## src/design/lynx_pkg.sv

```systemverilog
package lynx_pkg;

  // ============================================================
  // Field widths
  // ============================================================
  localparam int VADDR_BITS = 32;           // Virtual address
  localparam int LEN_BITS   = 16;           // Byte length of a request
  localparam int ID_BITS    = 4;            // Request tag

  // ============================================================
  // Chunk boundary
  // ============================================================
  localparam int PMTU_BYTES = 256;          // No chunk may cross this
  localparam int PMTU_BITS  = 8;            // log2(PMTU_BYTES)

  // ============================================================
  // Enums
  // ============================================================

  // Stream target of a request
  typedef enum logic {
    STRM_HOST = 1'b0,                       // Host memory side
    STRM_CARD = 1'b1                        // Card memory side
  } strm_t;

  // Request opcode
  typedef enum logic {
    OPC_READ  = 1'b0,
    OPC_WRITE = 1'b1
  } opcode_t;

  // ============================================================
  // Packed word widths
  // ============================================================

  // Request word {id, opcode, vaddr, len}, stream already stripped
  localparam int REQ_BITS = ID_BITS + $bits(opcode_t) + VADDR_BITS + LEN_BITS;

  // Completion word {id, opcode, strm}
  localparam int CPL_BITS = ID_BITS + $bits(opcode_t) + $bits(strm_t);

endpackage

```

## src/design/cpl_arbiter.sv

```systemverilog
`timescale 1ns/10ps

module cpl_arbiter import lynx_pkg::*; (
  input  logic               aclk,
  input  logic               arst_n,
  // Host completions
  input  logic               host_cpl_valid,
  output logic               host_cpl_ready,
  input  logic [ID_BITS-1:0] host_cpl_id,
  input  opcode_t            host_cpl_opcode,
  // Card completions
  input  logic               card_cpl_valid,
  output logic               card_cpl_ready,
  input  logic [ID_BITS-1:0] card_cpl_id,
  input  opcode_t            card_cpl_opcode,
  // Merged completions
  output logic               m_cpl_valid,
  input  logic               m_cpl_ready,
  output logic [ID_BITS-1:0] m_cpl_id,
  output opcode_t            m_cpl_opcode,
  output strm_t              m_cpl_strm
);

  strm_t               last_q;              // Side that won last
  logic                gnt_card;            // Card wins this cycle
  strm_t               gnt_strm;
  logic                arb_valid, arb_ready;
  logic [CPL_BITS-1:0] arb_word, out_word;

  // ============================================================
  // Round-robin grant
  // ============================================================

  // Card wins when alone, or on a tie if host won last time
  assign gnt_card = card_cpl_valid && (!host_cpl_valid || last_q == STRM_HOST);
  assign gnt_strm = gnt_card ? STRM_CARD : STRM_HOST;

  assign arb_valid      = host_cpl_valid || card_cpl_valid;
  assign host_cpl_ready = arb_ready && !gnt_card;
  assign card_cpl_ready = arb_ready && gnt_card;

  // Winner's word with its stream tag
  always_comb begin
    if (gnt_card) begin
      arb_word = {card_cpl_id, card_cpl_opcode, STRM_CARD};
    end else begin
      arb_word = {host_cpl_id, host_cpl_opcode, STRM_HOST};
    end
  end

  // Pointer moves only when a completion is actually taken
  always_ff @(posedge aclk or negedge arst_n) begin
    if (!arst_n) begin
      last_q <= STRM_CARD;                  // Host goes first after reset
    end else if (arb_valid && arb_ready) begin
      last_q <= gnt_strm;
    end
  end

  // ============================================================
  // Output slice
  // ============================================================
  meta_reg #(.DATA_BITS(CPL_BITS)) u_reg_cpl (
    .aclk(aclk), .arst_n(arst_n),
    .s_valid(arb_valid), .s_ready(arb_ready), .s_data(arb_word),
    .m_valid(m_cpl_valid), .m_ready(m_cpl_ready), .m_data(out_word)
  );

  // Unpack {id, opcode, strm}
  assign m_cpl_id     = out_word[CPL_BITS-1 -: ID_BITS];
  assign m_cpl_opcode = opcode_t'(out_word[1]);
  assign m_cpl_strm   = strm_t'(out_word[0]);

endmodule

```

## src/design/meta_reg.sv

```systemverilog
`timescale 1ns/10ps

module meta_reg #(
  parameter int DATA_BITS = 32              // Width of the carried word
) (
  input  logic                 aclk,
  input  logic                 arst_n,
  // Slave side
  input  logic                 s_valid,
  output logic                 s_ready,
  input  logic [DATA_BITS-1:0] s_data,
  // Master side
  output logic                 m_valid,
  input  logic                 m_ready,
  output logic [DATA_BITS-1:0] m_data
);

  // Take a word when empty or when the held one leaves this cycle
  assign s_ready = !m_valid || m_ready;

  // Occupancy flag
  always_ff @(posedge aclk or negedge arst_n) begin
    if (!arst_n) begin
      m_valid <= 1'b0;
    end else if (s_valid && s_ready) begin
      m_valid <= 1'b1;                      // New word lands
    end else if (m_ready) begin
      m_valid <= 1'b0;                      // Drained, nothing behind it
    end
  end

  // Payload
  always_ff @(posedge aclk) begin
    if (s_valid && s_ready) begin
      m_data <= s_data;
    end
  end

  // ============================================================
  // Checks
  // ============================================================

  // A stalled word must stay put until the consumer takes it
  property p_stall_hold;
    @(posedge aclk) disable iff (!arst_n)
      (m_valid && !m_ready) |=> (m_valid && $stable(m_data));
  endproperty
  a_stall_hold: assert property (p_stall_hold)
    else $error("meta_reg: output word dropped or changed while stalled");

endmodule

```

## src/design/req_fragmenter.sv

```systemverilog
`timescale 1ns/10ps

module req_fragmenter import lynx_pkg::*; (
  input  logic                  aclk,
  input  logic                  arst_n,
  // Request in
  input  logic                  req_valid,
  output logic                  req_ready,
  input  logic [ID_BITS-1:0]    req_id,
  input  opcode_t               req_opcode,
  input  logic [VADDR_BITS-1:0] req_vaddr,
  input  logic [LEN_BITS-1:0]   req_len,
  // Chunks out
  output logic                  chunk_valid,
  input  logic                  chunk_ready,
  output logic [ID_BITS-1:0]    chunk_id,
  output opcode_t               chunk_opcode,
  output logic [VADDR_BITS-1:0] chunk_vaddr,
  output logic [LEN_BITS-1:0]   chunk_len,
  output logic                  chunk_last,
  // Completion out
  output logic                  cpl_valid,
  input  logic                  cpl_ready,
  output logic [ID_BITS-1:0]    cpl_id,
  output opcode_t               cpl_opcode
);

  typedef enum logic [1:0] {
    FRAG_IDLE,                              // Waiting for a request
    FRAG_CHUNK,                             // Issuing chunks
    FRAG_CPL                                // Completion pending
  } frag_state_t;

  frag_state_t           state_q;
  logic [VADDR_BITS-1:0] vaddr_q;           // Address of next chunk
  logic [LEN_BITS-1:0]   rem_q;             // Bytes still to send
  logic [ID_BITS-1:0]    id_q;
  opcode_t               opc_q;
  logic [PMTU_BITS:0]    room;              // Bytes up to next boundary, 1..PMTU
  logic                  req_fire, chunk_fire, cpl_fire;

  assign req_ready   = (state_q == FRAG_IDLE);
  assign chunk_valid = (state_q == FRAG_CHUNK);
  assign cpl_valid   = (state_q == FRAG_CPL);

  assign req_fire   = req_valid && req_ready;
  assign chunk_fire = chunk_valid && chunk_ready;
  assign cpl_fire   = cpl_valid && cpl_ready;

  // ============================================================
  // Boundary rule
  // ============================================================
  assign room = (PMTU_BITS+1)'(PMTU_BYTES) - {1'b0, vaddr_q[PMTU_BITS-1:0]};

  always_comb begin
    chunk_last = (rem_q <= LEN_BITS'(room));         // Rest fits before boundary
    chunk_len  = chunk_last ? rem_q : LEN_BITS'(room);
  end

  assign chunk_id     = id_q;
  assign chunk_opcode = opc_q;
  assign chunk_vaddr  = vaddr_q;
  assign cpl_id       = id_q;
  assign cpl_opcode   = opc_q;

  // ============================================================
  // FSM
  // ============================================================
  always_ff @(posedge aclk or negedge arst_n) begin
    if (!arst_n) begin
      state_q <= FRAG_IDLE;
    end else begin
      case (state_q)
        FRAG_IDLE:  if (req_fire) state_q <= (req_len == '0) ? FRAG_CPL : FRAG_CHUNK;
        FRAG_CHUNK: if (chunk_fire && chunk_last) state_q <= FRAG_CPL;
        FRAG_CPL:   if (cpl_fire) state_q <= FRAG_IDLE;
        default:    state_q <= FRAG_IDLE;
      endcase
    end
  end

  // Request payload and progress
  always_ff @(posedge aclk) begin
    if (req_fire) begin
      vaddr_q <= req_vaddr;
      rem_q   <= req_len;
      id_q    <= req_id;
      opc_q   <= req_opcode;
    end else if (chunk_fire) begin
      vaddr_q <= vaddr_q + VADDR_BITS'(chunk_len);   // Step past this chunk
      rem_q   <= rem_q - chunk_len;
    end
  end

  // ============================================================
  // Checks
  // ============================================================

  // Chunk never empty and never wider than one PMTU
  property p_chunk_len;
    @(posedge aclk) disable iff (!arst_n)
      chunk_valid |-> (chunk_len != '0) && (chunk_len <= LEN_BITS'(PMTU_BYTES));
  endproperty
  a_chunk_len: assert property (p_chunk_len)
    else $error("req_fragmenter: chunk length out of range");

endmodule

```

## src/design/req_mux_stream_1_2.sv

```systemverilog
`timescale 1ns/10ps

module req_mux_stream_1_2 import lynx_pkg::*; (
  input  logic                  aclk,
  input  logic                  arst_n,
  // Incoming requests
  input  logic                  s_req_valid,
  output logic                  s_req_ready,
  input  logic [ID_BITS-1:0]    s_req_id,
  input  opcode_t               s_req_opcode,
  input  strm_t                 s_req_strm,
  input  logic [VADDR_BITS-1:0] s_req_vaddr,
  input  logic [LEN_BITS-1:0]   s_req_len,
  // Host side
  output logic                  host_req_valid,
  input  logic                  host_req_ready,
  output logic [ID_BITS-1:0]    host_req_id,
  output opcode_t               host_req_opcode,
  output logic [VADDR_BITS-1:0] host_req_vaddr,
  output logic [LEN_BITS-1:0]   host_req_len,
  // Card side
  output logic                  card_req_valid,
  input  logic                  card_req_ready,
  output logic [ID_BITS-1:0]    card_req_id,
  output opcode_t               card_req_opcode,
  output logic [VADDR_BITS-1:0] card_req_vaddr,
  output logic [LEN_BITS-1:0]   card_req_len
);

  logic                host_in_valid, host_in_ready;  // Slice inputs
  logic                card_in_valid, card_in_ready;
  logic [REQ_BITS-1:0] req_word;                      // Stream bit dropped
  logic [REQ_BITS-1:0] host_word, card_word;          // Slice outputs

  // ============================================================
  // Steering
  // ============================================================
  always_comb begin
    host_in_valid = 1'b0;
    card_in_valid = 1'b0;
    s_req_ready   = 1'b0;
    if (s_req_valid) begin
      if (s_req_strm == STRM_HOST) begin
        host_in_valid = 1'b1;
        s_req_ready   = host_in_ready;      // Only the chosen side counts
      end else begin
        card_in_valid = 1'b1;
        s_req_ready   = card_in_ready;
      end
    end
  end

  assign req_word = {s_req_id, s_req_opcode, s_req_vaddr, s_req_len};

  // One slice per side
  meta_reg #(.DATA_BITS(REQ_BITS)) u_reg_host (
    .aclk(aclk), .arst_n(arst_n),
    .s_valid(host_in_valid), .s_ready(host_in_ready), .s_data(req_word),
    .m_valid(host_req_valid), .m_ready(host_req_ready), .m_data(host_word)
  );

  meta_reg #(.DATA_BITS(REQ_BITS)) u_reg_card (
    .aclk(aclk), .arst_n(arst_n),
    .s_valid(card_in_valid), .s_ready(card_in_ready), .s_data(req_word),
    .m_valid(card_req_valid), .m_ready(card_req_ready), .m_data(card_word)
  );

  // Unpack {id, opcode, vaddr, len}
  assign host_req_id     = host_word[REQ_BITS-1 -: ID_BITS];
  assign host_req_opcode = opcode_t'(host_word[LEN_BITS+VADDR_BITS]);
  assign host_req_vaddr  = host_word[LEN_BITS +: VADDR_BITS];
  assign host_req_len    = host_word[LEN_BITS-1:0];

  assign card_req_id     = card_word[REQ_BITS-1 -: ID_BITS];
  assign card_req_opcode = opcode_t'(card_word[LEN_BITS+VADDR_BITS]);
  assign card_req_vaddr  = card_word[LEN_BITS +: VADDR_BITS];
  assign card_req_len    = card_word[LEN_BITS-1:0];

endmodule

```

## src/design/req_path_top.sv

```systemverilog
`timescale 1ns/10ps

module req_path_top import lynx_pkg::*; (
  input  logic                  aclk,
  input  logic                  arst_n,
  // Host requests
  input  logic                  s_req_valid,
  output logic                  s_req_ready,
  input  logic [ID_BITS-1:0]    s_req_id,
  input  opcode_t               s_req_opcode,
  input  strm_t                 s_req_strm,
  input  logic [VADDR_BITS-1:0] s_req_vaddr,
  input  logic [LEN_BITS-1:0]   s_req_len,
  // Host-memory chunks
  output logic                  m_host_chunk_valid,
  input  logic                  m_host_chunk_ready,
  output logic [ID_BITS-1:0]    m_host_chunk_id,
  output opcode_t               m_host_chunk_opcode,
  output logic [VADDR_BITS-1:0] m_host_chunk_vaddr,
  output logic [LEN_BITS-1:0]   m_host_chunk_len,
  output logic                  m_host_chunk_last,
  // Card-memory chunks
  output logic                  m_card_chunk_valid,
  input  logic                  m_card_chunk_ready,
  output logic [ID_BITS-1:0]    m_card_chunk_id,
  output opcode_t               m_card_chunk_opcode,
  output logic [VADDR_BITS-1:0] m_card_chunk_vaddr,
  output logic [LEN_BITS-1:0]   m_card_chunk_len,
  output logic                  m_card_chunk_last,
  // Merged completions
  output logic                  m_cpl_valid,
  input  logic                  m_cpl_ready,
  output logic [ID_BITS-1:0]    m_cpl_id,
  output opcode_t               m_cpl_opcode,
  output strm_t                 m_cpl_strm
);

  // Mux to fragmenters
  logic                  host_req_valid, host_req_ready;
  logic [ID_BITS-1:0]    host_req_id;
  opcode_t               host_req_opcode;
  logic [VADDR_BITS-1:0] host_req_vaddr;
  logic [LEN_BITS-1:0]   host_req_len;
  logic                  card_req_valid, card_req_ready;
  logic [ID_BITS-1:0]    card_req_id;
  opcode_t               card_req_opcode;
  logic [VADDR_BITS-1:0] card_req_vaddr;
  logic [LEN_BITS-1:0]   card_req_len;
  // Fragmenters to arbiter
  logic                  host_cpl_valid, host_cpl_ready;
  logic [ID_BITS-1:0]    host_cpl_id;
  opcode_t               host_cpl_opcode;
  logic                  card_cpl_valid, card_cpl_ready;
  logic [ID_BITS-1:0]    card_cpl_id;
  opcode_t               card_cpl_opcode;

  // ============================================================
  // Routing by stream target
  // ============================================================
  req_mux_stream_1_2 u_mux (
    .aclk(aclk), .arst_n(arst_n),
    .s_req_valid(s_req_valid), .s_req_ready(s_req_ready), .s_req_id(s_req_id),
    .s_req_opcode(s_req_opcode), .s_req_strm(s_req_strm),
    .s_req_vaddr(s_req_vaddr), .s_req_len(s_req_len),
    .host_req_valid(host_req_valid), .host_req_ready(host_req_ready),
    .host_req_id(host_req_id), .host_req_opcode(host_req_opcode),
    .host_req_vaddr(host_req_vaddr), .host_req_len(host_req_len),
    .card_req_valid(card_req_valid), .card_req_ready(card_req_ready),
    .card_req_id(card_req_id), .card_req_opcode(card_req_opcode),
    .card_req_vaddr(card_req_vaddr), .card_req_len(card_req_len)
  );

  // ============================================================
  // Per-stream fragmenters
  // ============================================================
  req_fragmenter u_frag_host (
    .aclk(aclk), .arst_n(arst_n),
    .req_valid(host_req_valid), .req_ready(host_req_ready), .req_id(host_req_id),
    .req_opcode(host_req_opcode), .req_vaddr(host_req_vaddr), .req_len(host_req_len),
    .chunk_valid(m_host_chunk_valid), .chunk_ready(m_host_chunk_ready),
    .chunk_id(m_host_chunk_id), .chunk_opcode(m_host_chunk_opcode),
    .chunk_vaddr(m_host_chunk_vaddr), .chunk_len(m_host_chunk_len),
    .chunk_last(m_host_chunk_last),
    .cpl_valid(host_cpl_valid), .cpl_ready(host_cpl_ready),
    .cpl_id(host_cpl_id), .cpl_opcode(host_cpl_opcode)
  );

  req_fragmenter u_frag_card (
    .aclk(aclk), .arst_n(arst_n),
    .req_valid(card_req_valid), .req_ready(card_req_ready), .req_id(card_req_id),
    .req_opcode(card_req_opcode), .req_vaddr(card_req_vaddr), .req_len(card_req_len),
    .chunk_valid(m_card_chunk_valid), .chunk_ready(m_card_chunk_ready),
    .chunk_id(m_card_chunk_id), .chunk_opcode(m_card_chunk_opcode),
    .chunk_vaddr(m_card_chunk_vaddr), .chunk_len(m_card_chunk_len),
    .chunk_last(m_card_chunk_last),
    .cpl_valid(card_cpl_valid), .cpl_ready(card_cpl_ready),
    .cpl_id(card_cpl_id), .cpl_opcode(card_cpl_opcode)
  );

  // ============================================================
  // Completion merge
  // ============================================================
  cpl_arbiter u_cpl_arb (
    .aclk(aclk), .arst_n(arst_n),
    .host_cpl_valid(host_cpl_valid), .host_cpl_ready(host_cpl_ready),
    .host_cpl_id(host_cpl_id), .host_cpl_opcode(host_cpl_opcode),
    .card_cpl_valid(card_cpl_valid), .card_cpl_ready(card_cpl_ready),
    .card_cpl_id(card_cpl_id), .card_cpl_opcode(card_cpl_opcode),
    .m_cpl_valid(m_cpl_valid), .m_cpl_ready(m_cpl_ready), .m_cpl_id(m_cpl_id),
    .m_cpl_opcode(m_cpl_opcode), .m_cpl_strm(m_cpl_strm)
  );

endmodule

```

## config.mk

```make
export PLATFORM = sky130hd
export DESIGN_NAME = req_path_top
export DESIGN_NICKNAME = d
export VERILOG_FILES = /design/src/design/lynx_pkg.sv /design/src/design/cpl_arbiter.sv /design/src/design/meta_reg.sv /design/src/design/req_fragmenter.sv /design/src/design/req_mux_stream_1_2.sv /design/src/design/req_path_top.sv
export SDC_FILE = /design/constraint.sdc
export NUM_CORES = 1
export LEC_CHECK = 0
export BUFFER_PORTS_ARGS = -buffer_cell sky130_fd_sc_hd__buf_2
export CELL_PAD_IN_SITES_DETAIL_PLACEMENT = 1
export CELL_PAD_IN_SITES_GLOBAL_PLACEMENT = 1
export CORE_UTILIZATION = 30
export CTS_CLUSTER_DIAMETER = 80
export DETAILED_ROUTE_END_ITERATION = 6
export PLACE_DENSITY_LB_ADDON = 0.1
export SLEW_MARGIN = 25
export SYNTH_ARGS = -nofsm -noshare
export SYNTH_HDL_FRONTEND = slang
export SYNTH_SLANG_ARGS = --single-unit
```

## constraint.sdc

```tcl
create_clock -name aclk -period 9.83 [get_ports aclk]
set_input_delay 1.966 -clock aclk [delete_from_list [all_inputs] [get_ports aclk]]
set_output_delay 1.966 -clock aclk [all_outputs]
set_load 0.01 [all_outputs]
```

# == Word level (Yosys, flattened, before mapping) ==
# Cells that the tools add are included.
# word_totals
input_bits,60
output_inout_bits,118
wordCells,105
regBits,226
# classes
magnitude_cmp,2
add_sub_neg,6
muxes,34
n_bitwise,1
n_reduce_logical,35
n_eq_ne,10
# ops
operator,count
two-way mux 32 bit,4
two-way mux 16 bit,6
adder 32 x 16 -> 32 bit,2
less-or-equal comparator 16 x 9 -> 1 bit,2
zero test 16 bit,2
subtractor 16 bit,2
subtractor 9 x 8 -> 9 bit (first input constant),2
two-way mux 2 bit,8
logical AND 1 bit,14
two-way mux 1 bit,13
!= test 2 bit (second input constant),6
case mux 2 bit (3 select lines),2
nonzero test 2 bit,5
two-way mux 6 bit,1
AND reduction 3 bit,2
zero test 1 bit,5
logical OR 1 bit,5
== test 2 x 1 -> 1 bit (second input constant),2
== test 2 bit (second input constant),2
zero test 2 bit,2
NOT 1 bit,1

# == Longest topological paths before layout ==
# depth
depth_word,9
ltp_mapped,23
depth_no_buf,22

# == Modules after synthesis ==
# Synthesis repeated with hierarchy kept, for this count alone.
# unflattened
cells_unflattened,1119
area_unflattened_um2,12579.6
# by_module_without_submodules
module,seq_area_each_um2,instances,area_each_um2,cells_per_inst
req_fragmenter (u_frag_card),1641.6,1,4543.1,496
req_fragmenter (u_frag_host),1641.6,1,4342.9,482
meta_reg (u_mux.u_reg_card ...),1616.6,2,1645.3,57
meta_reg (u_cpl_arb.u_reg_cpl),205.2,1,234.0,10
cpl_arbiter,26.3,1,136.4,13
req_mux_stream_1_2,0.0,1,32.5,4

# == Worst setup path after synthesis ==
# Ideal clock, no wire load.
# synth_timing
kind,in2out
startpoint,input port s_req_valid
endpoint,output port s_req_ready
arrival_time_ns,6.303
required_ns,7.864
n_path_buf,0
path_stages,3
setup_slack_ns,1.561
path_cell_list,inv_1 nor3b_1 or2_1
# synth_between
elab_chain_len,1
# synth_lines
item,line,text
"start, declared",req_path_top.sv:7,"input logic s_req_valid,"
two-way mux 1 bit,req_mux_stream_1_2.sv:42,if (s_req_valid) begin
"end, declared",req_path_top.sv:8,"output logic s_req_ready,"
# Every way passes these cells.

# == Worst setup path after layout ==
# layout_timing
startpoint,register u_frag_host.vaddr_q[0] (netlist: u_frag_host.chunk_vaddr[0])
endpoint,output port m_host_chunk_len[1]
# layout_between
elab_chain_len,3
# layout_lines
item,line,text
"start, declared",req_fragmenter.sv:35,logic [VADDR_BITS-1:0] vaddr_q;
"start signal, assigned",req_fragmenter.sv:85,vaddr_q <= req_vaddr;
"start signal, assigned",req_fragmenter.sv:90,vaddr_q <= vaddr_q + VADDR_BITS'(chunk_len);
subtractor 9 x 8 -> 9 bit (*),req_fragmenter.sv:53,"assign room = (PMTU_BITS+1)'(PMTU_BYTES) - {1'b0, vaddr_q[PMTU_BITS-1:0]};"
less-or-equal comparator 16 x 9 -> 1 bit,req_fragmenter.sv:56,chunk_last = (rem_q <= LEN_BITS'(room));
two-way mux 16 bit (*),req_fragmenter.sv:57,chunk_len = chunk_last ? rem_q : LEN_BITS'(room);
"end, declared",req_path_top.sv:20,"output logic [LEN_BITS-1:0] m_host_chunk_len,"
# Every way passes the cells marked *; elsewhere a longest branch is shown, timed or not.

==> metrics.txt <==
# TYPE chip_impl_metric gauge
chip_impl_info{name="status",value="finished clean"} 1
chip_impl_info{name="worst-setup-path-type",value="reg2out"} 1
chip_impl_metric{name="clkLatencyLatePin",unit="ns"} 0.55
chip_impl_metric{name="clk_transition_reported_paths",unit="ns"} 0.06
chip_impl_metric{name="finalWorstSetupSlack",unit="ns"} 3.584
chip_impl_metric{name="timing.max_slew.rel_slack",unit=""} 0.3738
chip_impl_metric{name="fillCellCount",unit=""} 4551
chip_impl_metric{name="cts_buffer_depth",unit=""} 3
chip_impl_metric{name="drc",unit=""} 0
chip_impl_metric{name="synth_cell_type_count",unit=""} 66
chip_impl_metric{name="cts.sinks",unit=""} 226
chip_impl_metric{name="critical_path_depth",unit=""} 13
chip_impl_metric{name="fmaxAchievable",unit="GHz"} 0.1601
chip_impl_metric{name="port_buffers",unit=""} 163
chip_impl_metric{name="netlist_area",unit="um2"} 12370
chip_impl_metric{name="initial_util",unit=""} 0.3037
chip_impl_metric{name="grt_max_degree",unit=""} 66
chip_impl_info{name="leading_cell_types_in_the_layout_fill_and_taps_excluded",value="edfxtp_1, buf_2, nand2_1"} 1
chip_impl_info{name="clock_tree_from_tritoncts",value="yes"} 1
chip_impl_metric{name="die_footprint",unit="um2"} 42060
chip_impl_metric{name="dp_worst_setup_slack",unit="ns"} 3.882
chip_impl_metric{name="setup.reg_to_reg.worst_slack",unit="ns"} 3.92
chip_impl_metric{name="asyncSetResetFlopFracSynth",unit=""} 0.03540
chip_impl_metric{name="num-nets-final",unit=""} 1416
chip_impl_metric{name="placementRows",unit=""} 74
chip_impl_metric{name="synth_seq_cells",unit=""} 226
chip_impl_metric{name="vias",unit=""} 9012
chip_impl_metric{name="final_hold_violation_count",unit=""} 0
chip_impl_info{name="timing.rr.end",value="u_frag_host.chunk_vaddr[24]"} 1
chip_impl_metric{name="post_synth_edffs",unit=""} 218
chip_impl_metric{name="global_route_wire_length_before_repair",unit="um"} 56240
chip_impl_metric{name="critical_path_arrival",unit="ns"} 4.28
chip_impl_metric{name="grt.overflow.total",unit=""} 0
chip_impl_metric{name="post_route_insts_no_fill",unit=""} 1841
chip_impl_metric{name="detailedPlacementHpwl",unit="um"} 27160
chip_impl_metric{name="finalWirelength",unit="um"} 36610
chip_impl_metric{name="setup_viol",unit=""} 0
chip_impl_info{name="crit_chain",value="inv_1, ha_1, nand2_1, or3_1, xor2_1, inv_1, ha_1, nand4_1, a21oi_1, o31ai_1, a21o_1, mux2i_1, buf_2"} 1
chip_impl_info{name="clk_root_buffer_cell",value="clkbuf_16"} 1
chip_impl_metric{name="top_level_ports",unit=""} 178
chip_impl_metric{name="critical-path-max-stage-delay",unit="ns"} 0.77
chip_impl_metric{name="clock-skew-final",unit="ns"} 0.008329
chip_impl_metric{name="fraction_of_layout_instances_using_a_drive_strength_above_1",unit=""} 0.1811
chip_impl_metric{name="synth_sequential_area_ratio",unit=""} 0.5453
chip_impl_metric{name="grtUsageTotal",unit=""} 0.1756
chip_impl_metric{name="worstRegToRegCells",unit=""} 22
chip_impl_metric{name="drt_pass1_iterations",unit=""} 4
chip_impl_metric{name="maxcap_violations",unit=""} 0
chip_impl_info{name="worstSetupStartpointType",value="flip-flop"} 1
chip_impl_info{name="critical_path_endpoint_category",value="output pin"} 1
chip_impl_metric{name="placedInstanceArea",unit="um2"} 13830
chip_impl_metric{name="postSynthCellCount",unit=""} 1092
chip_impl_metric{name="cp_max_fo",unit=""} 20
chip_impl_metric{name="post_cts_hold_buffer_count",unit=""} 0
chip_impl_metric{name="avgSynthCellArea",unit="um2"} 11.33
chip_impl_metric{name="period_share",unit=""} 0.6354
chip_impl_metric{name="die_width",unit="um"} 205.1
chip_impl_metric{name="holdPathStages",unit=""} 0
chip_impl_info{name="grt_setup_unrepaired",value="no"} 1
chip_impl_metric{name="route.antenna.remaining_nets",unit=""} 0
chip_impl_metric{name="gp_routability_congestion",unit=""} 0.8126
chip_impl_info{name="crit_path_max_delay_cell_type",value="a21o_1"} 1
chip_impl_metric{name="antenna_violations_before_repair",unit=""} 13
chip_impl_metric{name="post-cts-setup-buffer-count",unit=""} 0
chip_impl_info{name="holdCritPathClass",value="reg2reg"} 1
chip_impl_metric{name="finalSetupTns",unit="ns"} 0
chip_impl_info{name="setup_crit_end",value="m_host_chunk_len[1]"} 1
chip_impl_metric{name="yosys_synthesis_warning_count",unit=""} 0
chip_impl_info{name="timing.rr.start",value="u_frag_host.chunk_vaddr[0]"} 1
chip_impl_info{name="family_with_the_most_delay_on_the_worst_path",value="compound AO/OA/AOI/OAI gates"} 1
chip_impl_metric{name="fp.dieH",unit="um"} 205.1
chip_impl_metric{name="leakage_dissipation",unit="nW"} 5.734
chip_impl_metric{name="cts-htree-levels",unit=""} 1
chip_impl_metric{name="fin_crit",unit="ns"} 6.246
chip_impl_metric{name="initialDrtViolationCount",unit=""} 347
chip_impl_metric{name="syn_to_final_growth",unit="%"} 19.52
chip_impl_metric{name="worst-slew-pin-transition",unit="ns"} 0.9394
chip_impl_metric{name="clock_buffers_created_by_tritoncts",unit=""} 28
chip_impl_info{name="synth_ff_type",value="edfxtp_1"} 1
chip_impl_metric{name="cts.repair.resized",unit=""} 0
chip_impl_info{name="cp-startpoint",value="u_frag_host.chunk_vaddr[0]"} 1
chip_impl_metric{name="dp_cells",unit=""} 1784
chip_impl_metric{name="wl_per_cell",unit="um"} 19.89
chip_impl_metric{name="power.density_cell_area",unit="nW/um2"} 385.8
chip_impl_metric{name="worst-path-buf-inv",unit=""} 3
chip_impl_metric{name="vias_in_the_first_global_route",unit=""} 9449
chip_impl_metric{name="irDropWorstVdd",unit="mV"} 0.1416
chip_impl_info{name="layout.cells.most_common",value="edfxtp_1"} 1
chip_impl_metric{name="final_cell_area",unit="um2"} 14790
chip_impl_metric{name="timing.critical_path.required",unit="ns"} 7.86
chip_impl_metric{name="core_region_area",unit="um2"} 40740
chip_impl_metric{name="timing_max_transition_violations_final",unit=""} 0
chip_impl_metric{name="avgViaCountPerCell",unit=""} 4.895
## cell usage after synthesis, types with 15 or more instances
| library cell | number | area (um2) |
|---|---|---|
| a211oi_1 | 15 | 112.6 |
| a21o_1 | 18 | 135.1 |
| a21oi_1 | 78 | 390.4 |
| buf_4 | 15 | 112.6 |
| clkbuf_1 | 18 | 67.56 |
| edfxtp_1 | 218 | 6546 |
| ha_1 | 70 | 875.8 |
| inv_1 | 40 | 150.1 |
| mux2i_1 | 21 | 210.2 |
| nand2_1 | 122 | 457.9 |
| nand3_1 | 21 | 105.1 |
| nor2_1 | 79 | 296.5 |
| o21a_1 | 18 | 135.1 |
| o21ai_0 | 16 | 80.08 |
| o21ai_1 | 66 | 330.3 |
| xnor2_1 | 41 | 359.1 |
| xor2_1 | 47 | 411.6 |
## cells by family after synthesis
family / count (synthesis) / share of synthesized area
compound gates: 256 / 0.1274
xor+xnor: 88 / 0.06228
fa+ha+maj: 74 / 0.07725
buf+inv: 83 / 0.03104
flops: 226 / 0.5453
mux: 35 / 0.03185
other cells: 1 / 0.0003030
simple gates: 329 / 0.1246
## cell type report
cell class / instances / area, um2 / area share
inverter: 44 / 165.2 / 0.01117
antenna: 6 / 15.01 / 0.001015
multi-input combinational: 810 / 5373 / 0.3633
timing repair buffer: 172 / 883.3 / 0.05972
sequential: 226 / 6748 / 0.4562
clock buffer: 35 / 758.2 / 0.05126
tap: 532 / 665.6 / 0.04500
clock inverter: 16 / 182.7 / 0.01235
## routing by layer
layer  global-route usage  wire, um  up-vias
li1                     -         -     4373
met1               0.2133     15620     4410
met2               0.3077     18090      161
met3              0.04725      2069       54
met4              0.03968       736       14
met5                    0        91        -
## report_power, final
group          total, mW  switching, mW  internal [mW]  leakage, nW
clock               1.07          0.418          0.648        0.465
combinational       2.88           1.66           1.22         3.13
sequential          1.76          0.246           1.52         2.14
total               5.71           2.32           3.38         5.73
## registers in the layout (all words and copies together) (netlist names)
name	flops
u_mux.u_reg_card.m_valid	1
u_cpl_arb.u_reg_cpl.m_valid	1
u_cpl_arb.last_q	1
u_frag_host.chunk_opcode	1
u_mux.u_reg_host.m_data	53
u_frag_host.chunk_id	4
u_frag_host.state_q	2
u_mux.u_reg_card.m_data	53
u_frag_card.state_q	2
u_cpl_arb.u_reg_cpl.m_data	6
u_frag_card.chunk_vaddr	32
u_mux.u_reg_host.m_valid	1
u_frag_host.chunk_vaddr	32
u_frag_card.chunk_id	4
u_frag_card.rem_q	16
u_frag_card.chunk_opcode	1
u_frag_host.rem_q	16
## how the worst min path moves through the flow
stage,from,to,slack (ns)
finish,u_mux.u_reg_host.m_data[51],u_frag_host.chunk_id[2],0.42
global route,u_mux.u_reg_card.m_data[50],u_frag_card.chunk_id[1],0.43
CTS,u_mux.u_reg_host.m_data[50],u_frag_host.chunk_id[1],0.42
detailed placement,u_mux.u_reg_host.m_data[50],u_frag_host.chunk_id[1],0.41
global placement,u_mux.u_reg_card.m_data[50],u_frag_card.chunk_id[1],0.40
floorplan,u_mux.u_reg_card.m_data[49],u_frag_card.chunk_id[0],0.40
## through the flow
stage / utilization / hold WS [ns] / power [mW]
3_5_place_dp: 0.3396 / 0.4062 / 4.688
6_report: 0.3631 / 0.4179 / 5.706
4_1_cts: 0.3627 / 0.4198 / 5.793
2_1_floorplan: - / 0.4003 / 3.834
5_1_grt: 0.3627 / 0.4264 / 6.215
3_3_place_gp: 0.3396 / 0.4013 / 4.655
No activity file was read; power rests on OpenSTA's default activity.
